### src/design/gb_frontend_pkg.sv
// Frontend shared definitions

package gb_frontend_pkg;

	////////////////////
	// Sizes and timing

	// Words per SD block set the buffer address width
	localparam int unsigned BK_BLOCK_WORDS = 256;

	// About 0.1 s at the system clock
	localparam int unsigned FF_TAP_CYCLES = 3_200_000;

	////////////////////
	// Vector types

	typedef logic [15:0]  word_t;
	typedef logic [7:0]   file_index_t;
	typedef logic [24:0]  ioctl_addr_t;
	typedef logic [31:0]  sd_lba_t;
	typedef logic [$clog2(BK_BLOCK_WORDS)-1:0] buff_addr_t;
	typedef logic [16:0]  bk_addr_t;
	typedef logic [7:0]   ram_mask_t;
	typedef logic [127:0] palette_t;
	typedef logic [15:0]  audio_t;

	////////////////////
	// Constants

	// Host file indices
	localparam file_index_t FT_CART_DMG = 8'h01;
	localparam file_index_t FT_CART_CGB = 8'h41;
	localparam file_index_t FT_CART_ALT = 8'h80;
	localparam file_index_t FT_PALETTE  = 8'h03;
	localparam file_index_t FT_CHEAT    = 8'hFF;

	// Four 24-bit colours with the low 32 bits unused
	localparam palette_t PALETTE_RESET = 128'h828214517356305A5F1A3B4900000000;

	// Padding for the unused part of the RTC block
	localparam word_t RTC_FILL = 16'hFFFF;

	////////////////////
	// Grouped signals

	typedef struct packed {
		logic        download;
		logic        wr;
		ioctl_addr_t addr;
		word_t       dout;
		file_index_t index;
	} ioctl_t;

	typedef struct packed {
		logic cart;
		logic palette;
		logic cheat;
	} dl_class_t;

	// Integer fields arrive big endian and are kept as sent
	typedef struct packed {
		logic [31:0] flags;
		logic [31:0] address;
		logic [31:0] compare;
		logic [31:0] replace;
	} cheat_code_t;

	typedef struct packed {
		sd_lba_t lba;
		logic    rd;
		logic    wr;
	} sd_cmd_t;

	typedef struct packed {
		buff_addr_t addr;
		word_t      dout;
		logic       wr;
	} sd_buff_t;

	typedef struct packed {
		bk_addr_t addr;
		word_t    data;
		logic     wr;
		logic     rtc_wr;
	} bk_port_t;

	typedef struct packed {
		logic [31:0] timestamp;
		logic [47:0] saved_time;
	} rtc_save_t;

	typedef enum logic {
		BK_IDLE,
		BK_XFER
	} bk_state_e;

endpackage

### src/design/download_classifier.sv
// Download class decode
`timescale 1ns/1ps

module download_classifier (
	input  logic                       clk_sys,
	input  logic                       reset,
	input  gb_frontend_pkg::ioctl_t    ioctl,
	output gb_frontend_pkg::dl_class_t dl_class,
	output logic                       cart_done
);
	logic is_cart;
	logic is_palette;
	logic is_cheat;

	// Any of the three ROM indices counts as a cart load
	assign is_cart = ioctl.download &&
		(ioctl.index == gb_frontend_pkg::FT_CART_DMG ||
		 ioctl.index == gb_frontend_pkg::FT_CART_CGB ||
		 ioctl.index == gb_frontend_pkg::FT_CART_ALT);

	assign is_palette = ioctl.download && (ioctl.index == gb_frontend_pkg::FT_PALETTE);
	assign is_cheat   = ioctl.download && (ioctl.index == gb_frontend_pkg::FT_CHEAT);

	always_ff @(posedge clk_sys) begin
		if (reset) begin
			dl_class  <= '0;
			cart_done <= 1'b0;
		end else begin
			dl_class.cart    <= is_cart;
			dl_class.palette <= is_palette;
			dl_class.cheat   <= is_cheat;

			// Registered flag still high while the live decode has dropped
			cart_done <= dl_class.cart & ~is_cart;
		end
	end

endmodule

### src/design/palette_loader.sv
// DMG palette register
`timescale 1ns/1ps

module palette_loader (
	input  logic                       clk_sys,
	input  logic                       reset,
	input  gb_frontend_pkg::ioctl_t    ioctl,
	input  gb_frontend_pkg::dl_class_t dl_class,
	output gb_frontend_pkg::palette_t  palette
);
	logic                   wr_q;
	gb_frontend_pkg::word_t dout_q;

	// Word stage lines up with the registered class flag
	always_ff @(posedge clk_sys) begin
		dout_q <= ioctl.dout;
		if (reset) begin
			wr_q    <= 1'b0;
			palette <= gb_frontend_pkg::PALETTE_RESET;
		end else begin
			wr_q <= ioctl.wr;
			// Bytes come in swapped within each word
			if (dl_class.palette && wr_q)
				palette <= {palette[111:0], dout_q[7:0], dout_q[15:8]};
		end
	end

endmodule

### src/design/cheat_loader.sv
// Cheat code assembly
`timescale 1ns/1ps

module cheat_loader (
	input  logic                         clk_sys,
	input  logic                         reset,
	input  gb_frontend_pkg::ioctl_t      ioctl,
	input  gb_frontend_pkg::dl_class_t   dl_class,
	output gb_frontend_pkg::cheat_code_t cheat_code,
	output logic                         cheat_strobe,
	output logic                         cheat_clear
);
	logic                         wr_q;
	gb_frontend_pkg::ioctl_addr_t addr_q;
	gb_frontend_pkg::word_t       dout_q;
	logic                         cart_q;
	logic                         palette_q;
	logic                         code_wr;

	assign code_wr = dl_class.cheat & wr_q;

	always_ff @(posedge clk_sys) begin
		addr_q <= ioctl.addr;
		dout_q <= ioctl.dout;
		if (code_wr) begin
			case (addr_q[3:0])
				4'd0:  cheat_code.flags[15:0]    <= dout_q;
				4'd2:  cheat_code.flags[31:16]   <= dout_q;
				4'd4:  cheat_code.address[15:0]  <= dout_q;
				4'd6:  cheat_code.address[31:16] <= dout_q;
				4'd8:  cheat_code.compare[15:0]  <= dout_q;
				4'd10: cheat_code.compare[31:16] <= dout_q;
				4'd12: cheat_code.replace[15:0]  <= dout_q;
				4'd14: cheat_code.replace[31:16] <= dout_q;
				default: ;
			endcase
		end
	end

	always_ff @(posedge clk_sys) begin
		if (reset) begin
			wr_q         <= 1'b0;
			cart_q       <= 1'b0;
			palette_q    <= 1'b0;
			cheat_strobe <= 1'b0;
			cheat_clear  <= 1'b0;
		end else begin
			wr_q      <= ioctl.wr;
			cart_q    <= dl_class.cart;
			palette_q <= dl_class.palette;
			// Last word of a record hands it to the core
			cheat_strobe <= code_wr && (addr_q[3:0] == 4'd14);
			// Table is flushed at the start of a cheat file or a new cart or palette
			cheat_clear <= (code_wr && (addr_q == '0)) |
				(dl_class.cart & ~cart_q) |
				(dl_class.palette & ~palette_q);
		end
	end

endmodule

### src/design/fast_forward_control.sv
// Fast-forward latch and audio mute
`timescale 1ns/1ps

module fast_forward_control (
	input  logic                    clk_sys,
	input  logic                    reset,
	input  logic                    ff_button,
	input  logic                    osd_status,
	input  logic                    audio_mute_en,
	input  gb_frontend_pkg::ioctl_t ioctl,
	input  gb_frontend_pkg::audio_t audio_in_l,
	input  gb_frontend_pkg::audio_t audio_in_r,
	output logic                    fast_forward,
	output gb_frontend_pkg::audio_t audio_l,
	output gb_frontend_pkg::audio_t audio_r
);
	logic gated;
	logic button_q;
	logic ff_latch;
	logic ff_was_held;
	logic [$clog2(gb_frontend_pkg::FF_TAP_CYCLES + 1)-1:0] ff_count;

	// Button is ignored during downloads and while the menu is up
	assign gated = ff_button & ~ioctl.download & ~osd_status;

	always_ff @(posedge clk_sys) begin
		if (reset) begin
			button_q     <= 1'b0;
			ff_latch     <= 1'b0;
			ff_was_held  <= 1'b0;
			ff_count     <= '0;
			fast_forward <= 1'b0;
		end else begin
			button_q <= gated;
			if (gated && ff_count < gb_frontend_pkg::FF_TAP_CYCLES)
				ff_count <= ff_count + 1'b1;
			// Press
			if (gated && !button_q) begin
				ff_latch <= 1'b0;
				ff_count <= '0;
			end
			// On release a short tap latches unless the last tap already did
			if (button_q && !gated) begin
				ff_was_held <= 1'b0;
				if (ff_count < gb_frontend_pkg::FF_TAP_CYCLES && !ff_was_held) begin
					ff_was_held <= 1'b1;
					ff_latch    <= 1'b1;
				end
			end
			fast_forward <= button_q | ff_latch;
		end
	end

	assign audio_l = (fast_forward && audio_mute_en) ? '0 : audio_in_l;
	assign audio_r = (fast_forward && audio_mute_en) ? '0 : audio_in_r;

endmodule

### src/design/backup_sequencer.sv
// Save RAM transfer sequencer
`timescale 1ns/1ps

module backup_sequencer (
	input  logic                       clk_sys,
	input  logic                       reset,
	input  logic                       img_mounted,
	input  logic                       img_readonly,
	input  logic                       img_nonempty,
	input  logic                       cart_has_save,
	input  logic                       cram_wr,
	input  logic                       osd_status,
	input  logic                       load_req,
	input  logic                       save_req,
	input  logic                       autosave_en,
	input  logic                       rtc_inuse,
	input  logic                       sd_ack,
	input  logic                       cart_done,
	input  gb_frontend_pkg::dl_class_t dl_class,
	input  gb_frontend_pkg::ram_mask_t ram_mask,
	output gb_frontend_pkg::sd_cmd_t   sd_cmd,
	output logic                       bk_loading,
	output logic                       sav_pending,
	output logic                       sav_supported
);
	gb_frontend_pkg::bk_state_e state;
	logic bk_ena;
	logic old_download;
	logic old_load;
	logic old_save;
	logic old_auto;
	logic old_ack;
	logic autosave;
	logic last_block;

	assign sav_supported = cart_has_save & bk_ena;
	assign autosave      = sav_pending & osd_status & autosave_en;

	// RTC games carry one extra block past the RAM image
	assign last_block = rtc_inuse ? (sd_cmd.lba[7:0] > ram_mask) :
		(sd_cmd.lba[7:0] >= ram_mask);

	////////////////////
	// Enable and pending

	always_ff @(posedge clk_sys) begin
		if (reset) begin
			bk_ena       <= 1'b0;
			old_download <= 1'b0;
			sav_pending  <= 1'b0;
		end else begin
			old_download <= dl_class.cart;
			if (dl_class.cart && !old_download)
				bk_ena <= 1'b0;
			// Host mounts the save file while the ROM is still loading
			if (dl_class.cart && img_mounted && !img_readonly)
				bk_ena <= 1'b1;

			if (cram_wr && !osd_status && sav_supported)
				sav_pending <= 1'b1;
			else if (state == gb_frontend_pkg::BK_XFER)
				sav_pending <= 1'b0;
		end
	end

	////////////////////
	// Block FSM

	always_ff @(posedge clk_sys) begin
		if (reset) begin
			state      <= gb_frontend_pkg::BK_IDLE;
			sd_cmd     <= '0;
			bk_loading <= 1'b0;
			old_load   <= 1'b0;
			old_save   <= 1'b0;
			old_auto   <= 1'b0;
			old_ack    <= 1'b0;
		end else begin
			old_load <= load_req;
			old_save <= save_req;
			old_auto <= autosave;
			old_ack  <= sd_ack;

			// Host took the request
			if (sd_ack && !old_ack) begin
				sd_cmd.rd <= 1'b0;
				sd_cmd.wr <= 1'b0;
			end

			case (state)
				gb_frontend_pkg::BK_IDLE: begin
					if (bk_ena && ((load_req && !old_load) || (save_req && !old_save) ||
						(autosave && !old_auto))) begin
						state      <= gb_frontend_pkg::BK_XFER;
						bk_loading <= load_req & ~old_load;
						sd_cmd.lba <= '0;
						sd_cmd.rd  <= load_req & ~old_load;
						sd_cmd.wr  <= ~(load_req & ~old_load);
					end
					// Fresh ROM pulls its save file in
					if (cart_done && img_nonempty && bk_ena) begin
						state      <= gb_frontend_pkg::BK_XFER;
						bk_loading <= 1'b1;
						sd_cmd.lba <= '0;
						sd_cmd.rd  <= 1'b1;
						sd_cmd.wr  <= 1'b0;
					end
				end
				gb_frontend_pkg::BK_XFER: begin
					if (old_ack && !sd_ack) begin
						if (last_block) begin
							state      <= gb_frontend_pkg::BK_IDLE;
							bk_loading <= 1'b0;
						end else begin
							sd_cmd.lba <= sd_cmd.lba + 1'b1;
							sd_cmd.rd  <= bk_loading;
							sd_cmd.wr  <= ~bk_loading;
						end
					end
				end
				default: state <= gb_frontend_pkg::BK_IDLE;
			endcase
		end
	end

endmodule

### src/design/backup_block_mux.sv
// SD buffer steering for save RAM and RTC
`timescale 1ns/1ps

module backup_block_mux (
	input  gb_frontend_pkg::sd_cmd_t   sd_cmd,
	input  gb_frontend_pkg::sd_buff_t  sd_buff,
	input  logic                       sd_ack,
	input  gb_frontend_pkg::ram_mask_t ram_mask,
	input  gb_frontend_pkg::rtc_save_t rtc,
	input  gb_frontend_pkg::word_t     bk_q,
	output gb_frontend_pkg::bk_port_t  bk,
	output gb_frontend_pkg::word_t     sd_buff_din
);
	logic rtc_block;

	// Blocks past the RAM image hold the clock state
	assign rtc_block = sd_cmd.lba[7:0] > ram_mask;

	assign bk.addr   = gb_frontend_pkg::bk_addr_t'({sd_cmd.lba[7:0], sd_buff.addr});
	assign bk.data   = sd_buff.dout;
	assign bk.wr     = ~rtc_block & sd_buff.wr & sd_ack;
	assign bk.rtc_wr = rtc_block & sd_buff.wr & sd_ack;

	always_comb begin
		if (!rtc_block) begin
			sd_buff_din = bk_q;
		end else begin
			case (sd_buff.addr)
				8'd0:    sd_buff_din = rtc.timestamp[15:0];
				8'd1:    sd_buff_din = rtc.timestamp[31:16];
				8'd2:    sd_buff_din = rtc.saved_time[15:0];
				8'd3:    sd_buff_din = rtc.saved_time[31:16];
				8'd4:    sd_buff_din = rtc.saved_time[47:32];
				default: sd_buff_din = gb_frontend_pkg::RTC_FILL;
			endcase
		end
	end

endmodule

### src/design/gb_frontend.sv
// Console frontend system glue
`timescale 1ns/1ps

module gb_frontend (
	input  logic                         clk_sys,
	input  logic                         reset,
	input  gb_frontend_pkg::ioctl_t      ioctl,
	input  logic                         ff_button,
	input  logic                         osd_status,
	input  logic                         audio_mute_en,
	input  gb_frontend_pkg::audio_t      audio_in_l,
	input  gb_frontend_pkg::audio_t      audio_in_r,
	input  logic                         img_mounted,
	input  logic                         img_readonly,
	input  logic                         img_nonempty,
	input  logic                         cart_has_save,
	input  logic                         cram_wr,
	input  logic                         load_req,
	input  logic                         save_req,
	input  logic                         autosave_en,
	input  logic                         rtc_inuse,
	input  logic                         sd_ack,
	input  gb_frontend_pkg::ram_mask_t   ram_mask,
	input  gb_frontend_pkg::rtc_save_t   rtc,
	input  gb_frontend_pkg::word_t       bk_q,
	input  gb_frontend_pkg::sd_buff_t    sd_buff,
	output gb_frontend_pkg::palette_t    palette,
	output gb_frontend_pkg::cheat_code_t cheat_code,
	output logic                         cheat_strobe,
	output logic                         cheat_clear,
	output logic                         fast_forward,
	output gb_frontend_pkg::audio_t      audio_l,
	output gb_frontend_pkg::audio_t      audio_r,
	output gb_frontend_pkg::sd_cmd_t     sd_cmd,
	output logic                         bk_loading,
	output logic                         sav_pending,
	output logic                         sav_supported,
	output gb_frontend_pkg::bk_port_t    bk,
	output gb_frontend_pkg::word_t       sd_buff_din
);
	gb_frontend_pkg::dl_class_t dl_class;
	logic                       cart_done;

	download_classifier u_classifier (.clk_sys, .reset, .ioctl, .dl_class, .cart_done);

	palette_loader u_palette (.clk_sys, .reset, .ioctl, .dl_class, .palette);

	cheat_loader u_cheat (
		.clk_sys, .reset, .ioctl, .dl_class, .cheat_code, .cheat_strobe, .cheat_clear
	);

	fast_forward_control u_ffwd (
		.clk_sys, .reset, .ff_button, .osd_status, .audio_mute_en, .ioctl,
		.audio_in_l, .audio_in_r, .fast_forward, .audio_l, .audio_r
	);

	backup_sequencer u_backup (
		.clk_sys, .reset, .img_mounted, .img_readonly, .img_nonempty, .cart_has_save,
		.cram_wr, .osd_status, .load_req, .save_req, .autosave_en, .rtc_inuse, .sd_ack,
		.cart_done, .dl_class, .ram_mask, .sd_cmd, .bk_loading, .sav_pending, .sav_supported
	);

	backup_block_mux u_block_mux (
		.sd_cmd, .sd_buff, .sd_ack, .ram_mask, .rtc, .bk_q, .bk, .sd_buff_din
	);

endmodule

### config.mk
export PLATFORM = sky130hd
export DESIGN_NAME = gb_frontend
export DESIGN_NICKNAME = d
export VERILOG_FILES = /design/src/design/gb_frontend_pkg.sv /design/src/design/download_classifier.sv /design/src/design/palette_loader.sv /design/src/design/cheat_loader.sv /design/src/design/fast_forward_control.sv /design/src/design/backup_sequencer.sv /design/src/design/backup_block_mux.sv /design/src/design/gb_frontend.sv
export SDC_FILE = /design/constraint.sdc
export NUM_CORES = 1
export LEC_CHECK = 0
export ABC_AREA = 1
export ABC_CLOCK_PERIOD_IN_PS = 2200
export BUFFER_PORTS_ARGS = -buffer_cell sky130_fd_sc_hd__buf_2
export CAP_MARGIN = 10
export CELL_PAD_IN_SITES_DETAIL_PLACEMENT = 2
export CELL_PAD_IN_SITES_GLOBAL_PLACEMENT = 2
export CORE_UTILIZATION = 27
export CTS_CLUSTER_SIZE = 30
export DETAILED_ROUTE_END_ITERATION = 6
export MAX_ROUTING_LAYER = met4
export PLACE_DENSITY = 0.76
export SKIP_LAST_GASP = 1
export SLEW_MARGIN = 0
export SYNTH_ARGS = -nofsm -noshare
export SYNTH_HDL_FRONTEND = slang
export SYNTH_SLANG_ARGS = --single-unit
export TNS_END_PERCENT = 100
### constraint.sdc
create_clock -name clk_sys -period 2.2 [get_ports clk_sys]
set_clock_uncertainty 0.1 [all_clocks]
set_input_delay 0.11 -clock clk_sys [delete_from_list [all_inputs] [get_ports clk_sys]]
set_output_delay 0.11 -clock clk_sys [all_outputs]
set_load 0.02 [all_outputs]
# [After elaboration in Yosys (flattened, before gate mapping)]
# Index checks and enable logic that the tools add are counted.
[word_totals] register_bits=374 latch_bits=0 ramBits=0 rom_bits=0 input_bits=227 output_inout_bits=379 elab_cells=172 n_memories=0
[classes] add_sub_neg=2 mul=0 div=0 n_lt_le_gt_ge=3 eq_ne=20 n_shift=0 n_mux=29 bitwise=27 reduce_logical=55
[ops] operator="34-bit two-way mux" n=4
[ops] operator="16-bit case mux with 5 select lines" n=1
[ops] operator="34-bit case mux with 2 select lines" n=1
[ops] operator="16-bit two-way mux" n=3
[ops] operator="32-bit by 1-bit adder with 32-bit output, second input constant" n=1
[ops] operator="25-bit zero test" n=1
[ops] operator="8-bit by 2-bit equality test with 1-bit output, second input constant" n=3
[ops] operator="1-bit logical AND" n=24
[ops] operator="22-bit by 1-bit adder with 22-bit output, second input constant" n=1
[ops] operator="22-bit less-than comparator, second input constant" n=1
[ops] operator="1-bit two-way mux" n=17
[ops] operator="4-bit equality test, second input constant" n=4
[ops] operator="8-bit by 1-bit equality test with 1-bit output, second input constant" n=2
[ops] operator="8-bit equality test, second input constant" n=2
[ops] operator="2-bit AND reduction" n=8
[ops] operator="1-bit bitwise AND" n=14
[ops] operator="1-bit zero test" n=11
[ops] operator="1-bit NOT" n=10
[ops] operator="4-bit by 3-bit equality test with 1-bit output, second input constant" n=2
[ops] operator="8-bit by 3-bit equality test with 1-bit output, second input constant" n=1
[ops] operator="8-bit by 7-bit equality test with 1-bit output, second input constant" n=1
[ops] operator="8-bit >= comparator" n=1
[ops] operator="8-bit > comparator" n=1
[ops] operator="8-bit zero test" n=1
[ops] operator="11 further kinds" n=21

# [Depth between registers and ports, before layout]
[logic_depth] depth_word=8 ltp_mapped=17 ltp_nobuf=16

# [Hierarchy]
# A second synthesis with hierarchy kept.
[unflattened] cells_unflattened=2114 hier_area_um2=16931.2
[by_module_without_submodules] module="palette_loader" instances=1 cells_each=754 area_per_inst_um2=5388.9 seq_area_each_um2=2902.8
[by_module_without_submodules] module="cheat_loader" instances=1 cells_each=226 area_per_inst_um2=4993.5 seq_area_each_um2=4764.6
[by_module_without_submodules] module="backup_sequencer" instances=1 cells_each=473 area_per_inst_um2=2880.3 seq_area_each_um2=860.8
[by_module_without_submodules] module="backup_block_mux" instances=1 cells_each=339 area_per_inst_um2=1774.2 seq_area_each_um2=0.0
[by_module_without_submodules] module="fast_forward_control" instances=1 cells_each=288 area_per_inst_um2=1679.1 seq_area_each_um2=520.5
[by_module_without_submodules] module="download_classifier" instances=1 cells_each=34 area_per_inst_um2=215.2 seq_area_each_um2=80.1

# [Worst setup path after synthesis]
# No wires, ideal clock.
[synth_timing] path_kind="register to output" from="register u_backup.sd_cmd[2] (netlist name)" to="output bk[0] (netlist bit)" arrival_time_ns=1.979 t_required_ns=1.990 slack_ns=0.011 stages_incl_launch_ff=14 n_path_buf=2 cell_sequence="dfxtp_1 inv_1 ha_1 inv_1 nand2_1 nand2_1 nand2_1 nand2_1 nand2_1 nand2_1 nand2_2 buf_6 clkbuf_1 nor3_1"
[synth_lines] item="to (decl)" line="gb_frontend.sv:38" source="output gb_frontend_pkg::bk_port_t bk,"

# [Worst setup path after layout]
[layout_timing] from="register u_backup.sd_cmd[5] (netlist name)" to="output sd_buff_din[10]"
[layout_between] elab_chain_cells=2
[layout_lines] item="8-bit > comparator" line="backup_block_mux.sv:17" source="assign rtc_block = sd_cmd.lba[7:0] > ram_mask;"
[layout_lines] item="16-bit two-way mux" line="backup_block_mux.sv:25" source="if (!rtc_block) begin"
[layout_lines] item="to (decl)" line="gb_frontend.sv:39" source="output gb_frontend_pkg::word_t sd_buff_din"
# Every way passes these cells.

==> impl_summary.md <==
Global route
The overall global routing resource usage is 23.8%. The global-route congestion overflow total is 0. The initial antenna violation count is 4. The number of global-route vias before repair is 16600. The first global-routing pass estimated 101000 um of wire. Entering global routing, the biggest net connects 91 pins.

Place
The final RePlAce weighted congestion is 0.876. The total of buffers placed on input and output ports is 572. The cell area reported after detailed placement is 19000 um^2. The sum of net half-perimeters after detailed placement is 48000 um. After detailed placement, the design holds a cell count of 3049.

Critical path
The element type at the critical path end is an output port. The critical path is of the flip-flop to output port type. The worst setup path is launched from a flip-flop. Data arrives at the worst endpoint at 2.35 ns. Of all nets on the critical path, the largest fanout is 5.

The required time reported for the critical path endpoint is 1.99 ns.

Outcome
The flow ran to the end, but the final reports show violations. The final reports fail on negative setup slack.

Synth
After synthesis, the most frequently instantiated cells are sky130_fd_sc_hd__nand2_1 (318), sky130_fd_sc_hd__nor2_1 (306), sky130_fd_sc_hd__dfxtp_1 (246). In the post-synthesis netlist, the biggest area contributors are sky130_fd_sc_hd__dfxtp_1 (32%), sky130_fd_sc_hd__edfxtp_1 (25%), sky130_fd_sc_hd__nand2_1 (7.8%), sky130_fd_sc_hd__nor2_1 (7.5%), sky130_fd_sc_hd__inv_1 (5.1%). For this run, the leading register cell type out of synthesis is sky130_fd_sc_hd__dfxtp_1.

After Yosys synthesis, XOR and XNOR cells account for 1.32% of the synthesized area. The simple-gate share of the synthesized area is 23.4%. The main combinational cell family by area after synthesis is simple AND/OR/NAND/NOR gates.

The number of standard cells after synthesis is 1790. The synthesized cell area is 15300 um^2. The count of different cell masters after synthesis is 47. The register bit total from synthesis is 374. The most common cell in the synthesized netlist is sky130_fd_sc_hd__nand2_1.

The synthesized net count is 2027. The synthesized design devotes to its leading area cell type 32.2% of total area. The compound-cell area share of the yosys netlist is 8.10%.

The biggest area consumer among synthesized cells is sky130_fd_sc_hd__dfxtp_1. The Yosys warning count is 0. Sequential elements use 57.4% of the synthesized area. The post-synthesis share of cell area spent on full adders, half adders and majority gates is 0.819%. Measured against the total synthesized area, the mux share comes to 0%. The number of enable-type register cells in the synthesized netlist is 128. The post-synthesis area per instance is 8.53 um^2.

The share of flip-flops with an asynchronous set or reset after synthesis is 0%.

Die
The die is 240 um tall. The standard cell core area is 55500 um^2. The I/O pin count is 606.

The die covers 57500 um^2. The initial utilization of the core area, before any placement, comes to 27.5%. The floorplan step set the die width to 240 um. The initialized floorplan defines 86 standard-cell rows.

Drt
The detail route stage leaves a number of antenna-violating nets equal to 0. The routed wire length per instance is 22.0 um. The residual DRC count is 0. The violation count after the first detailed-routing iteration is 557. The total number of vias is 15200. The first-pass iteration count of the detailed router is 5. The number of vias per cell is 4.70. The total routed wirelength is 70900 um.

Timing
Setup violations remaining at the end of the flow were counted as 52. Subtracting the final worst setup slack from the clock period gives 2.56 ns. The headroom to the max-slew limit is 47.3%. Once routing completed, OpenROAD measured the worst setup slack at -0.364 ns.

The count of final max-slew check failures came to 0. The number of hold-slack violations in the final timing report was 0. The final critical-path share of the clock period is 117%. Setup repair after global routing could not meet its margin everywhere. Timing would allow up to 390 MHz. The slew of the pin with the lowest slew margin is 0.782 ns.

Power and ir drop
In this run the static leakage power is 9.82 nW. After layout, the design draws a total of 15.3 mW. The peak supply drop is 0.823 mV. The areal power density over the cells is 688 nW/um^2.

Worst hold path
The type of the tightest min-delay check is input port to flip-flop.

CTS
TritonCTS built the clock tree. The number of H-tree levels is 2. Counting along the longest clock path gives a buffer depth of 3.

The clock sink count is 374. Buffers inserted during clock tree synthesis total 44. After clock tree synthesis, the clock-pin slew on the worst setup and hold paths is 0.05 ns. The clock reaches the later pin of the worst-skew pair after 0.58 ns. The cell sitting at the root of the clock tree is a sky130_fd_sc_hd__clkbuf_16.

Job
The number of max-cap violations is 0.

Finish
The area overhead of the layout relative to synthesis is 45.4%. The number of nets at the end of the flow is 2677. Leaving out filler cells and counting taps, the final layout contains 3227. The filler cell count is 6261. In the final layout, the share of cells above drive strength 1 is 35.0%. The finished cells cover 22200 um^2.
## critical path, cell delays in order, from the launching register on
cell and delay [ns]:
sky130_fd_sc_hd__dfxtp_2 0.34, sky130_fd_sc_hd__ha_4 0.29, sky130_fd_sc_hd__nand2_4 0.05, sky130_fd_sc_hd__inv_2 0.06, sky130_fd_sc_hd__nand2_1 0.08, sky130_fd_sc_hd__nand2_1 0.08, sky130_fd_sc_hd__nand2_2 0.06, sky130_fd_sc_hd__nand2_2 0.09
sky130_fd_sc_hd__nand2_4 0.09, sky130_fd_sc_hd__buf_6 0.14, sky130_fd_sc_hd__buf_12 0.14, sky130_fd_sc_hd__buf_6 0.11, sky130_fd_sc_hd__nand2_2 0.06, sky130_fd_sc_hd__o21ai_2 0.06, sky130_fd_sc_hd__buf_6 0.13
## metal layers
metal	wire length (um)	vias to the layer above	track usage, %	part of all wire [%]
met5	0	-	-	0
met4	2510	0	8.16	3.5
met3	5410	144	7.38	7.6
met2	36400	513	42.2	51
met1	26600	7480	24.9	38
li1	-	7043	-	-
## placed cells by master, fill, tap and decap left out, drive strengths merged, types with 16 or more instances in the layout
cell type and n:
a21oi 59, buf 640, clkbuf 61, clkinv 18, dfxtp 246, dlygate4sd3 63, edfxtp 128, inv 211
nand2 333, nand3 115, nand4 16, nor2 315, nor3 39, o21ai 150, o22ai 18, xor2 19
## per-stage QoR
step | hold slack [ns] | utilization, % | setup slack, ns | TNS [ns]
6_report | 0.0379 | 40.0 | -0.364 | -9.91
3_3_place_gp | 0.112 | 34.2 | 0.0629 | 0
4_1_cts | 0.00101 | 38.8 | -0.261 | -3.80
5_1_grt | 0.0476 | 40.0 | -0.444 | -14.14
3_5_place_dp | 0.114 | 34.2 | -0.0922 | -0.271
2_1_floorplan | 0.0377 | - | 0.0108 | 0
## worst paths after layout
| path | start | to | slack, ns | cells after the start |
|---|---|---|---|---|
| worst max-delay path | u_backup.sd_cmd[5]$_SDFFE_PP0P_ | sd_buff_din[10] | -0.36 | 14 |
| worst min-delay path | ioctl[50] | u_ffwd.ff_count[2]$_SDFFE_PP0P_ | 0.04 | 6 |
| worst max register to register | u_backup.sd_cmd[5]$_SDFFE_PP0P_ | u_backup.sd_cmd[10]$_SDFFE_PP0P_ | -0.23 | 16 |
| worst min register to register | u_ffwd.ff_count[21]$_SDFFE_PP0P_ | u_ffwd.ff_count[21]$_SDFFE_PP0P_ | 0.37 | 2 |
## power breakdown
group / switching (mW) / total, mW / internal (mW)
Sequential: 0.0839 / 7.28 / 7.19
Combinational: 0.614 / 1.04 / 0.422
Clock: 3.04 / 6.97 / 3.93
Total: 3.74 / 15.3 / 11.5
## repair_timing
action	CTS	global route
setup endpoints to repair	47	47
hold buffers	63	0
endpoints found under the hold margin	80	0
buffers inserted	7	15
cloned	5	5
pin swaps	17	36
gates resized for setup	103	126
## sequential cells by signal, summed over array words and instances (netlist names), 3 cells and up
name                   cells
u_classifier.dl_class      3
u_palette.palette        128
u_cheat.cheat_code       128
u_ffwd.ff_count           22
u_cheat.addr_q            25
u_cheat.dout_q            16
u_backup.sd_cmd           34
## final cells by class
type	instances	area [um^2]	area share, %
tap	748	936	4.21
clock buffer	59	1190	5.35
timing repair buffer	705	4430	20.0
inverter	210	800	3.60
antenna	5	12.5	0.0563
multi-input combinational	1105	5910	26.6
sequential	374	8780	39.5
clock inverter	21	158	0.710
## kinds of logic after synthesis
group / after synthesis
AO/OA/AOI/OAI: 233
XOR/XNOR: 23
adder cells (fa/ha/maj): 10
buffers and inverters: 315
flip-flops: 374
other: 1
AND/OR/NAND/NOR: 834
Power figures use the tool's default switching activity.
